[src/logic/mini_rv32_pkg.sv]
// RV32I subset only: no shifts, no byte or halfword access, no CSRs; all addresses word aligned
package mini_rv32_pkg;

    localparam int XLEN       = 32;
    localparam int REG_ADDR_W = 5;
    localparam int NUM_REGS   = 32;

    localparam logic [XLEN-1:0] RESET_PC = '0;

    // Major opcodes
    localparam logic [6:0] OPC_LUI    = 7'b0110111;
    localparam logic [6:0] OPC_AUIPC  = 7'b0010111;
    localparam logic [6:0] OPC_JAL    = 7'b1101111;
    localparam logic [6:0] OPC_JALR   = 7'b1100111;
    localparam logic [6:0] OPC_BRANCH = 7'b1100011;
    localparam logic [6:0] OPC_LOAD   = 7'b0000011;
    localparam logic [6:0] OPC_STORE  = 7'b0100011;
    localparam logic [6:0] OPC_OP_IMM = 7'b0010011;
    localparam logic [6:0] OPC_OP     = 7'b0110011;

    typedef enum logic [2:0] {
        FETCH,
        DECODE,
        EXECUTE,
        MEMORY,
        WRITEBACK
    } core_state_t;

    typedef enum logic [3:0] {
        ADD,
        SUB,
        SLT,
        SLTU,
        XOR,
        OR,
        AND,
        PASS_B,
        PC_PLUS_B,
        LINK
    } alu_op_t;

    ////////////////////////////////////////////////////////////////////////////
    // Instruction formats

    typedef struct packed {
        logic [6:0]            funct7;
        logic [REG_ADDR_W-1:0] rs2;
        logic [REG_ADDR_W-1:0] rs1;
        logic [2:0]            funct3;
        logic [REG_ADDR_W-1:0] rd;
        logic [6:0]            opcode;
    } r_view_t;

    typedef struct packed {
        logic [11:0]           imm;
        logic [REG_ADDR_W-1:0] rs1;
        logic [2:0]            funct3;
        logic [REG_ADDR_W-1:0] rd;
        logic [6:0]            opcode;
    } i_view_t;

    // Also carries the B format, with the bits scrambled differently
    typedef struct packed {
        logic [6:0]            imm_hi;
        logic [REG_ADDR_W-1:0] rs2;
        logic [REG_ADDR_W-1:0] rs1;
        logic [2:0]            funct3;
        logic [4:0]            imm_lo;
        logic [6:0]            opcode;
    } s_view_t;

    // Also carries the J format
    typedef struct packed {
        logic [19:0]           imm;
        logic [REG_ADDR_W-1:0] rd;
        logic [6:0]            opcode;
    } u_view_t;

    typedef union packed {
        r_view_t r_view;
        i_view_t i_view;
        s_view_t s_view;
        u_view_t u_view;
    } instr_word_u;

    ////////////////////////////////////////////////////////////////////////////
    // Datapath and port bundles

    typedef struct packed {
        logic [REG_ADDR_W-1:0] rs1;
        logic [REG_ADDR_W-1:0] rs2;
        logic [REG_ADDR_W-1:0] rd;
        logic [XLEN-1:0]       imm;
        alu_op_t               alu_op;
        logic                  use_imm;
        logic [2:0]            funct3;
        logic                  is_branch;
        logic                  is_jal;
        logic                  is_jalr;
        logic                  is_load;
        logic                  is_store;
        logic                  writes_rd;
    } issue_packet_t;

    typedef struct packed {
        logic            en;
        logic [XLEN-1:0] addr;
    } imem_req_t;

    typedef struct packed {
        logic            en;
        logic            we;
        logic [XLEN-1:0] addr;
        logic [XLEN-1:0] wdata;
    } dmem_req_t;

endpackage

[src/logic/core_control.sv]
// One instruction in flight; 4 cycles per instruction, 5 for a load, no stalls of any kind
`timescale 1ns/100ps

module core_control (
    input  logic                          clk,
    input  logic                          rst,
    input  mini_rv32_pkg::issue_packet_t  issue,
    output mini_rv32_pkg::core_state_t    state,
    output logic                          fetch_en,
    output logic                          decode_en,
    output logic                          pc_update,
    output logic                          mem_en,
    output logic                          wb_en
);

    mini_rv32_pkg::core_state_t next_state;

    always_comb begin
        next_state = state;
        case (state)
            mini_rv32_pkg::FETCH:     next_state = mini_rv32_pkg::DECODE;
            mini_rv32_pkg::DECODE:    next_state = mini_rv32_pkg::EXECUTE;
            mini_rv32_pkg::EXECUTE:   next_state = issue.is_load ? mini_rv32_pkg::MEMORY
                                                                 : mini_rv32_pkg::WRITEBACK;
            mini_rv32_pkg::MEMORY:    next_state = mini_rv32_pkg::WRITEBACK;
            mini_rv32_pkg::WRITEBACK: next_state = mini_rv32_pkg::FETCH;
            default:                  next_state = mini_rv32_pkg::FETCH;
        endcase
    end

    always_ff @(posedge clk) begin
        if (rst) begin
            state <= mini_rv32_pkg::FETCH;
        end else begin
            state <= next_state;
        end
    end

    // State already reads FETCH in reset, so the request is gated by rst
    assign fetch_en  = (state == mini_rv32_pkg::FETCH) && !rst;
    assign decode_en = (state == mini_rv32_pkg::DECODE);
    assign pc_update = (state == mini_rv32_pkg::EXECUTE);
    assign wb_en     = (state == mini_rv32_pkg::WRITEBACK);

    // Store writes in EXECUTE, load reads in MEMORY
    assign mem_en = ((state == mini_rv32_pkg::EXECUTE) && issue.is_store) ||
                    (state == mini_rv32_pkg::MEMORY);

endmodule

[src/logic/fetch_unit.sv]
// PC is assumed word aligned; no misaligned-target check is made
`timescale 1ns/100ps

module fetch_unit (
    input  logic                            clk,
    input  logic                            rst,
    input  logic                            fetch_en,
    input  logic                            pc_update,
    input  logic                            redirect,
    input  logic [mini_rv32_pkg::XLEN-1:0]  target,
    output logic [mini_rv32_pkg::XLEN-1:0]  pc,
    output mini_rv32_pkg::imem_req_t        imem_req
);

    logic [mini_rv32_pkg::XLEN-1:0] next_pc;

    assign next_pc = redirect ? target : pc + mini_rv32_pkg::XLEN'(4);

    always_ff @(posedge clk) begin
        if (rst) begin
            pc <= mini_rv32_pkg::RESET_PC;
        end else if (pc_update) begin
            pc <= next_pc;
        end
    end

    assign imem_req.en   = fetch_en;
    assign imem_req.addr = pc;

endmodule

[src/logic/decode_unit.sv]
// Shifts and every opcode outside the supported set decode to a no-op packet
`timescale 1ns/100ps

module decode_unit (
    input  logic                            clk,
    input  logic                            rst,
    input  logic                            decode_en,
    input  logic [mini_rv32_pkg::XLEN-1:0]  imem_rdata,
    input  logic [mini_rv32_pkg::XLEN-1:0]  pc,
    output mini_rv32_pkg::issue_packet_t    issue,
    output logic [mini_rv32_pkg::XLEN-1:0]  pc_of_instr
);

    mini_rv32_pkg::instr_word_u     instr;
    logic [mini_rv32_pkg::XLEN-1:0] imm_i;
    logic [mini_rv32_pkg::XLEN-1:0] imm_s;
    logic [mini_rv32_pkg::XLEN-1:0] imm_b;
    logic [mini_rv32_pkg::XLEN-1:0] imm_u;
    logic [mini_rv32_pkg::XLEN-1:0] imm_j;
    mini_rv32_pkg::alu_op_t         func_op;
    logic                           func_ok;

    // Zero word has an unknown opcode, so reset leaves a no-op behind
    always_ff @(posedge clk) begin
        if (rst) begin
            instr <= '0;
        end else if (decode_en) begin
            instr <= imem_rdata;
        end
    end

    always_ff @(posedge clk) begin
        if (decode_en) begin
            pc_of_instr <= pc;
        end
    end

    ////////////////////////////////////////////////////////////////////////////
    // Immediates

    assign imm_i = {{20{instr.i_view.imm[11]}}, instr.i_view.imm};
    assign imm_s = {{20{instr.s_view.imm_hi[6]}}, instr.s_view.imm_hi, instr.s_view.imm_lo};
    assign imm_b = {{19{instr.s_view.imm_hi[6]}}, instr.s_view.imm_hi[6],
                    instr.s_view.imm_lo[0], instr.s_view.imm_hi[5:0],
                    instr.s_view.imm_lo[4:1], 1'b0};
    assign imm_u = {instr.u_view.imm, 12'b0};
    assign imm_j = {{11{instr.u_view.imm[19]}}, instr.u_view.imm[19],
                    instr.u_view.imm[7:0], instr.u_view.imm[8],
                    instr.u_view.imm[18:9], 1'b0};

    // funct3 to ALU op, SUB only for register-register with funct7 bit 5
    always_comb begin
        func_ok = 1'b1;
        func_op = mini_rv32_pkg::ADD;
        case (instr.r_view.funct3)
            3'b000: begin
                if (instr.r_view.opcode == mini_rv32_pkg::OPC_OP && instr.r_view.funct7[5]) begin
                    func_op = mini_rv32_pkg::SUB;
                end
            end
            3'b010:  func_op = mini_rv32_pkg::SLT;
            3'b011:  func_op = mini_rv32_pkg::SLTU;
            3'b100:  func_op = mini_rv32_pkg::XOR;
            3'b110:  func_op = mini_rv32_pkg::OR;
            3'b111:  func_op = mini_rv32_pkg::AND;
            default: func_ok = 1'b0;
        endcase
    end

    ////////////////////////////////////////////////////////////////////////////
    // Issue packet

    always_comb begin
        issue        = '0;
        issue.alu_op = mini_rv32_pkg::ADD;
        issue.rs1    = instr.r_view.rs1;
        issue.rs2    = instr.r_view.rs2;
        issue.funct3 = instr.r_view.funct3;
        case (instr.r_view.opcode)
            mini_rv32_pkg::OPC_LUI, mini_rv32_pkg::OPC_AUIPC: begin
                issue.rd        = instr.u_view.rd;
                issue.imm       = imm_u;
                issue.use_imm   = 1'b1;
                issue.writes_rd = 1'b1;
                issue.alu_op    = (instr.u_view.opcode == mini_rv32_pkg::OPC_LUI) ?
                                  mini_rv32_pkg::PASS_B : mini_rv32_pkg::PC_PLUS_B;
            end
            mini_rv32_pkg::OPC_JAL: begin
                issue.rd        = instr.u_view.rd;
                issue.imm       = imm_j;
                issue.alu_op    = mini_rv32_pkg::LINK;
                issue.is_jal    = 1'b1;
                issue.writes_rd = 1'b1;
            end
            mini_rv32_pkg::OPC_JALR: begin
                issue.rd        = instr.i_view.rd;
                issue.imm       = imm_i;
                issue.alu_op    = mini_rv32_pkg::LINK;
                issue.is_jalr   = 1'b1;
                issue.writes_rd = 1'b1;
            end
            mini_rv32_pkg::OPC_BRANCH: begin
                issue.imm       = imm_b;
                issue.is_branch = 1'b1;
            end
            mini_rv32_pkg::OPC_LOAD: begin
                issue.rd        = instr.i_view.rd;
                issue.imm       = imm_i;
                issue.use_imm   = 1'b1;
                issue.is_load   = 1'b1;
                issue.writes_rd = 1'b1;
            end
            mini_rv32_pkg::OPC_STORE: begin
                issue.imm       = imm_s;
                issue.use_imm   = 1'b1;
                issue.is_store  = 1'b1;
            end
            mini_rv32_pkg::OPC_OP_IMM: begin
                issue.rd        = instr.i_view.rd;
                issue.imm       = imm_i;
                issue.use_imm   = 1'b1;
                issue.alu_op    = func_op;
                issue.writes_rd = func_ok;
            end
            mini_rv32_pkg::OPC_OP: begin
                issue.rd        = instr.r_view.rd;
                issue.alu_op    = func_op;
                issue.writes_rd = func_ok;
            end
            default: begin
                issue.alu_op = mini_rv32_pkg::ADD;
            end
        endcase
    end

endmodule

[src/logic/register_file.sv]
// Reads are combinational; a write lands at the end of the writeback cycle
`timescale 1ns/100ps

module register_file (
    input  logic                                  clk,
    input  logic                                  rst,
    input  logic [mini_rv32_pkg::REG_ADDR_W-1:0]  rs1_addr,
    input  logic [mini_rv32_pkg::REG_ADDR_W-1:0]  rs2_addr,
    input  logic [mini_rv32_pkg::REG_ADDR_W-1:0]  rd_addr,
    input  logic                                  wr_en,
    input  logic                                  writes_rd,
    input  logic [mini_rv32_pkg::XLEN-1:0]        wr_data,
    output logic [mini_rv32_pkg::XLEN-1:0]        rs1_data,
    output logic [mini_rv32_pkg::XLEN-1:0]        rs2_data
);

    // x0 has no storage
    logic [mini_rv32_pkg::XLEN-1:0] regs [1:mini_rv32_pkg::NUM_REGS-1];

    always_ff @(posedge clk) begin
        if (rst) begin
            for (int i = 1; i < mini_rv32_pkg::NUM_REGS; i++) begin
                regs[i] <= '0;
            end
        end else if (wr_en && writes_rd && rd_addr != '0) begin
            regs[rd_addr] <= wr_data;
        end
    end

    assign rs1_data = (rs1_addr == '0) ? '0 : regs[rs1_addr];
    assign rs2_data = (rs2_addr == '0) ? '0 : regs[rs2_addr];

endmodule

[src/logic/alu_unit.sv]
// Combinational; pc must be the address of the instruction being executed
`timescale 1ns/100ps

module alu_unit (
    input  mini_rv32_pkg::issue_packet_t    issue,
    input  logic [mini_rv32_pkg::XLEN-1:0]  rs1_data,
    input  logic [mini_rv32_pkg::XLEN-1:0]  rs2_data,
    input  logic [mini_rv32_pkg::XLEN-1:0]  pc,
    output logic [mini_rv32_pkg::XLEN-1:0]  alu_result
);

    logic [mini_rv32_pkg::XLEN-1:0] op_b;

    assign op_b = issue.use_imm ? issue.imm : rs2_data;

    always_comb begin
        case (issue.alu_op)
            mini_rv32_pkg::ADD:       alu_result = rs1_data + op_b;
            mini_rv32_pkg::SUB:       alu_result = rs1_data - op_b;
            mini_rv32_pkg::SLT:       alu_result = {31'b0, $signed(rs1_data) < $signed(op_b)};
            mini_rv32_pkg::SLTU:      alu_result = {31'b0, rs1_data < op_b};
            mini_rv32_pkg::XOR:       alu_result = rs1_data ^ op_b;
            mini_rv32_pkg::OR:        alu_result = rs1_data | op_b;
            mini_rv32_pkg::AND:       alu_result = rs1_data & op_b;
            // LUI
            mini_rv32_pkg::PASS_B:    alu_result = op_b;
            // AUIPC
            mini_rv32_pkg::PC_PLUS_B: alu_result = pc + op_b;
            // Return address for JAL and JALR
            mini_rv32_pkg::LINK:      alu_result = pc + mini_rv32_pkg::XLEN'(4);
            default:                  alu_result = rs1_data + op_b;
        endcase
    end

endmodule

[src/logic/branch_unit.sv]
// No prediction; the target is only meaningful while redirect is high
`timescale 1ns/100ps

module branch_unit (
    input  mini_rv32_pkg::issue_packet_t    issue,
    input  logic [mini_rv32_pkg::XLEN-1:0]  rs1_data,
    input  logic [mini_rv32_pkg::XLEN-1:0]  rs2_data,
    input  logic [mini_rv32_pkg::XLEN-1:0]  pc,
    output logic                            redirect,
    output logic [mini_rv32_pkg::XLEN-1:0]  target
);

    logic                           taken;
    logic [mini_rv32_pkg::XLEN-1:0] jalr_sum;

    always_comb begin
        case (issue.funct3)
            3'b000:  taken = (rs1_data == rs2_data);
            3'b001:  taken = (rs1_data != rs2_data);
            3'b100:  taken = ($signed(rs1_data) < $signed(rs2_data));
            3'b101:  taken = ($signed(rs1_data) >= $signed(rs2_data));
            3'b110:  taken = (rs1_data < rs2_data);
            3'b111:  taken = (rs1_data >= rs2_data);
            default: taken = 1'b0;
        endcase
    end

    assign redirect = issue.is_jal || issue.is_jalr || (issue.is_branch && taken);

    assign jalr_sum = rs1_data + issue.imm;
    assign target   = issue.is_jalr ? {jalr_sum[mini_rv32_pkg::XLEN-1:1], 1'b0}
                                    : pc + issue.imm;

endmodule

[src/logic/load_store_unit.sv]
// Whole words only; load data is taken straight from the memory, unregistered
`timescale 1ns/100ps

module load_store_unit (
    input  mini_rv32_pkg::issue_packet_t    issue,
    input  logic                            mem_en,
    input  mini_rv32_pkg::core_state_t      state,
    input  logic [mini_rv32_pkg::XLEN-1:0]  alu_result,
    input  logic [mini_rv32_pkg::XLEN-1:0]  rs2_data,
    input  logic [mini_rv32_pkg::XLEN-1:0]  dmem_rdata,
    output mini_rv32_pkg::dmem_req_t        dmem_req,
    output logic [mini_rv32_pkg::XLEN-1:0]  wb_data
);

    // Store writes in EXECUTE, the load read goes out in MEMORY
    assign dmem_req.en    = mem_en;
    assign dmem_req.we    = issue.is_store && (state == mini_rv32_pkg::EXECUTE);
    assign dmem_req.addr  = alu_result;
    assign dmem_req.wdata = rs2_data;

    // Read data arrives in WRITEBACK, one cycle after the MEMORY request
    assign wb_data = issue.is_load ? dmem_rdata : alu_result;

endmodule

[src/logic/mini_rv32.sv]
// Multi-cycle core; both memories must return read data exactly one cycle after en
`timescale 1ns/100ps

module mini_rv32 (
    input  logic                               clk,
    input  logic                               rst,
    output mini_rv32_pkg::imem_req_t           imem_req,
    input  logic [mini_rv32_pkg::XLEN-1:0]     imem_rdata,
    output mini_rv32_pkg::dmem_req_t           dmem_req,
    input  logic [mini_rv32_pkg::XLEN-1:0]     dmem_rdata
);

    mini_rv32_pkg::core_state_t   state;
    mini_rv32_pkg::issue_packet_t issue;

    logic fetch_en;
    logic decode_en;
    logic pc_update;
    logic mem_en;
    logic wb_en;
    logic redirect;

    logic [mini_rv32_pkg::XLEN-1:0] pc;
    logic [mini_rv32_pkg::XLEN-1:0] pc_of_instr;
    logic [mini_rv32_pkg::XLEN-1:0] target;
    logic [mini_rv32_pkg::XLEN-1:0] rs1_data;
    logic [mini_rv32_pkg::XLEN-1:0] rs2_data;
    logic [mini_rv32_pkg::XLEN-1:0] alu_result;
    logic [mini_rv32_pkg::XLEN-1:0] wb_data;

    core_control i_core_control (
        .clk       (clk),
        .rst       (rst),
        .issue     (issue),
        .state     (state),
        .fetch_en  (fetch_en),
        .decode_en (decode_en),
        .pc_update (pc_update),
        .mem_en    (mem_en),
        .wb_en     (wb_en)
    );

    fetch_unit i_fetch_unit (
        .clk       (clk),
        .rst       (rst),
        .fetch_en  (fetch_en),
        .pc_update (pc_update),
        .redirect  (redirect),
        .target    (target),
        .pc        (pc),
        .imem_req  (imem_req)
    );

    decode_unit i_decode_unit (
        .clk         (clk),
        .rst         (rst),
        .decode_en   (decode_en),
        .imem_rdata  (imem_rdata),
        .pc          (pc),
        .issue       (issue),
        .pc_of_instr (pc_of_instr)
    );

    register_file i_register_file (
        .clk       (clk),
        .rst       (rst),
        .rs1_addr  (issue.rs1),
        .rs2_addr  (issue.rs2),
        .rd_addr   (issue.rd),
        .wr_en     (wb_en),
        .writes_rd (issue.writes_rd),
        .wr_data   (wb_data),
        .rs1_data  (rs1_data),
        .rs2_data  (rs2_data)
    );

    // PC of the instruction in flight, pc has already moved on by WRITEBACK
    alu_unit i_alu_unit (
        .issue      (issue),
        .rs1_data   (rs1_data),
        .rs2_data   (rs2_data),
        .pc         (pc_of_instr),
        .alu_result (alu_result)
    );

    branch_unit i_branch_unit (
        .issue    (issue),
        .rs1_data (rs1_data),
        .rs2_data (rs2_data),
        .pc       (pc_of_instr),
        .redirect (redirect),
        .target   (target)
    );

    load_store_unit i_load_store_unit (
        .issue      (issue),
        .mem_en     (mem_en),
        .state      (state),
        .alu_result (alu_result),
        .rs2_data   (rs2_data),
        .dmem_rdata (dmem_rdata),
        .dmem_req   (dmem_req),
        .wb_data    (wb_data)
    );

endmodule

[config.mk]
export PLATFORM = sky130hd
export DESIGN_NAME = mini_rv32
export DESIGN_NICKNAME = d
export VERILOG_FILES = /design/src/logic/mini_rv32_pkg.sv /design/src/logic/core_control.sv /design/src/logic/fetch_unit.sv /design/src/logic/decode_unit.sv /design/src/logic/register_file.sv /design/src/logic/alu_unit.sv /design/src/logic/branch_unit.sv /design/src/logic/load_store_unit.sv /design/src/logic/mini_rv32.sv
export SDC_FILE = /design/constraint.sdc
export NUM_CORES = 2
export LEC_CHECK = 0
export BUFFER_PORTS_ARGS = -buffer_cell sky130_fd_sc_hd__buf_2
export CORE_UTILIZATION = 45
export CTS_BUF_LIST = sky130_fd_sc_hd__clkbuf_8
export DETAILED_ROUTE_END_ITERATION = 6
export HOLD_SLACK_MARGIN = 0.05
export PLACE_DENSITY_LB_ADDON = 0.3
export SETUP_SLACK_MARGIN = 0.2
export SLEW_MARGIN = 40
export SYNTH_ARGS = -nofsm -noshare
export SYNTH_HDL_FRONTEND = slang
export SYNTH_SLANG_ARGS = --single-unit
[constraint.sdc]
create_clock -name clk -period 10.35 [get_ports clk]
set_input_delay 0.5175 -clock clk [delete_from_list [all_inputs] [get_ports clk]]
set_output_delay 0.5175 -clock clk [all_outputs]
set_load 0.02 [all_outputs]
==> results.md <==
- #FFs+latches synth: about 1100
- DP Wirelength: 163000 µm
- Nature of the critical path endpoint: primary output
- Initial antenna violation count: 5
- TritonCTS clock tree: yes
- Final min period: 9.08 ns
- Synth Area in Compound Gates: 0.0895
- Nets: 6048
- Fin util: 0.505
- RSZ-0062 raised after global routing: false
- Clock Latency Late Sink: 0.98 ns
- Vias in the first global route: 51400
- Clock root buffer: clkbuf_8
- Post-place setup slack: between 2 and 2.5 ns
- GR Util met3: 0.0893
- CP Max Fanout: 47
- Main flop type after synthesis: edfxtp_1
- Hold WC Path Type: in2reg
- Register area share after synthesis: 0.481
- Post-Synth Simple-Gate Area: 0.113
- Startpoint type of the worst setup path: flop
- Final Cycle Share: 0.877
- DRT antenna net count: 0
- DIE AREA: 0.155 mm²
- Post-Syn Area: 0.0691 mm²
- Most frequent cells in the layout: edfxtp_1 (1056), nor2_1 (915), mux4_2 (635)
- Post-synthesis cell count: 5640
- Kind of critical path: reg2out
- Htree depth: 4
- TritonCTS buffer count: 189
- Core Box Area: ~0.15 mm²
- Grt ovf: 0
- Non-filler instance count after layout: 7947
- Gr usage total: 0.336
- Clock Skews: approximately 0.060 ns
- Layout cells sized above 1: 0.241
- Die X: 394 µm
- Slew headroom: 0.343
- Static Leak: ~28 nW
- Final worst slack: 1.27 ns
- Detailed-route wire length: about 270000 µm
- CTS clock-pin slew for the worst setup and hold paths: 0.07 ns
- Outcome: completed
- Initial cell density of the core: 0.454
- Max Buffers Root-to-Sink: 3
- Post-synthesis async set-or-reset flop share: 0
- Routability cong.: 1.01
- Fillers: 13000
- Slew Limit Fails: 0
- Mux contribution to synthesized area: 0.223
- Post-DR wirelength/cell: 33.4 µm
- Area grow syn2layout: 11.3%
- Yosys Warn Count: 0
- Count of input and output buffers: 164
- Post-Synth Adder-Cell Area: 0.0413
- Setup TNS: 0 ns
- Total setup buffers inserted after CTS: 0
- Main combinational cell family by area after synthesis: multiplexers
- Gates resized, CTS repair: 0
- Design Power: 0.0145 W
- First-pass GRT wire length: 372000 µm
- Pin count of the biggest net entering global routing: 125
- Met2 usage: 0.523
- Grt met1 use: 0.423
- Most Crowded Layer GR: met2
- Number of synthesized flops with an enable pin: between 1000 and 1500
- Dpl cells: 7544
- Synth Area in XOR/XNOR: 0.0128
- Clock sink count: 1133
- Critical Path RT: 9.83 ns
- Site Rows: 143
- Fmax achieved: 110 MHz
- Drt pass-1 iters: 6
- Final Hold Fails: 0
- Post-route DRC: 0
- Most common cell after layout, fill and taps aside: edfxtp_1
- Setup Viol. Count Final: 0
- I/O pin count: between 150 and 200
- Vias/cell: around 6.7
- Die Height: 394 µm
- CP Data Arrival Time: ~8.6 ns
- DR iter-0 viols: 7622
- PwrDens: 189 mW/mm²
- Maxcap violations: 0
- Vias: between 50000 and 60000
- Flop-to-flop setup slack: 2.22 ns
- Syn avg cell area: around 12 µm²
- Worst Tran Pin Value: between 0.9 and 1 ns
- Peak VDD IR: 0.155 mV
- Library cells used by synthesis: 98
==> critical path, cell delays in order, from the launching register on <==
cell and delay, ns:
dfxtp_4 0.88, buf_4 0.56, buf_4 0.59, mux4_2 0.40, mux4_2 0.51, mux2_2 0.34
o21ai_0 0.20, o21ai_0 0.27, ha_1 0.38, o21ai_0 0.18, a21boi_2 0.32, nand4_1 0.19
o221a_2 0.35, a2111oi_2 0.55, o211ai_1 0.44, o31ai_1 0.60, mux2i_2 0.36, o21a_1 0.20
buf_2 0.17
==> path summary, 6_finish.rpt <==
kind                            depth (start not counted)                          end                   start
worst max-delay path                                   18                 dmem_req[63]                    flop
worst min register to register                          2       i_decode_unit.instr[1]  i_decode_unit.instr[1]
worst max register to register                         19  i_register_file.regs[1][31]                    flop
worst min-delay path                                    3                         flop          imem_rdata[20]
==> final cells by class <==
cell class / count / area [µm²] / share of cell area
tap: 2030 / 2540 / 0.0330
sequential: 1133 / 33300 / 0.432
clock buffer: 193 / 2660 / 0.0345
inverter: 202 / 758 / 0.00985
antenna: 2 / 5.00 / 0.0000650
timing repair buffer: 387 / 2990 / 0.0388
multi-input combinational: 3843 / 33900 / 0.440
clock inverter: 157 / 857 / 0.0111
==> registers in the layout (all words and copies together) (netlist names), named ones only <==
name,cells
i_decode_unit.instr,32
i_core_control.state,3
i_fetch_unit.pc,32
i_register_file.regs,1024
i_decode_unit.pc_of_instr,32
==> kinds of logic (layout without fill, tap and decap cells) <==
family / after synthesis / in the layout
other cells: 1 / 34
compound gates: 939 / 939
xor+xnor: 101 / 101
simple gates: 1803 / 1803
fa+ha+maj: 226 / 226
mux: 742 / 742
buf+inv: 695 / 939
flops: 1133 / 1133
==> Yosys cell counts, drive strengths merged (11+ instances only) <==
cell / n / area, µm²
edfxtp: 1056 / 31700
a22oi: 15 / 113
a31oi: 30 / 194
o31ai: 16 / 120
ha: 222 / 2780
a221oi: 19 / 173
mux4: 635 / 14300
o221ai: 16 / 140
nand2: 336 / 1260
nor2b: 18 / 113
xnor2: 55 / 482
buf: 117 / 582
or3: 15 / 93.8
nor3: 242 / 1210
a21o: 87 / 653
or2: 17 / 106
nand4: 36 / 225
a311oi: 11 / 96.3
o22ai: 17 / 106
o21bai: 31 / 233
a211oi: 58 / 440
mux2i: 98 / 985
xor2: 46 / 403
nor2: 932 / 3500
nor4: 11 / 75.1
clkbuf: 376 / 1410
a21oi: 296 / 1590
dfxtp: 77 / 1540
nand2b: 33 / 206
o21a: 46 / 345
nand3: 67 / 335
and2: 21 / 131
and3: 32 / 200
o211ai: 27 / 213
inv: 201 / 754
o21ai: 184 / 925
==> per-stage QoR <==
step,hold WS (ns),cell area (µm²)
4_1_cts,0.0755,76800
2_1_floorplan,0.445,69300
3_5_place_dp,0.487,72900
6_report,0.154,77000
3_3_place_gp,0.480,72400
5_1_grt,0.126,77000
==> power by group <==
group / internal (W) / leakage, nW / total [W] / switching, W
logic: 0.00176 / 14.3 / 0.00530 / 0.00354
registers: 0.00523 / 11.5 / 0.00541 / 0.000179
clock network: 0.00183 / 2.04 / 0.00381 / 0.00198
==> per-layer routing <==
layer	routed length (µm)	vias to the layer above
met1	91800	26600
met5	13	-
met4	17900	2
met2	121000	4033
li1	-	21800
met3	34400	897
==> timing repair <==
| item | CTS | global route |
|---|---|---|
| hold endpoints to repair | 130 | 0 |
| hold buffers | 45 | 0 |
| endpoints found under the setup margin | 0 | 0 |
(Power assumes the default switching activity.)
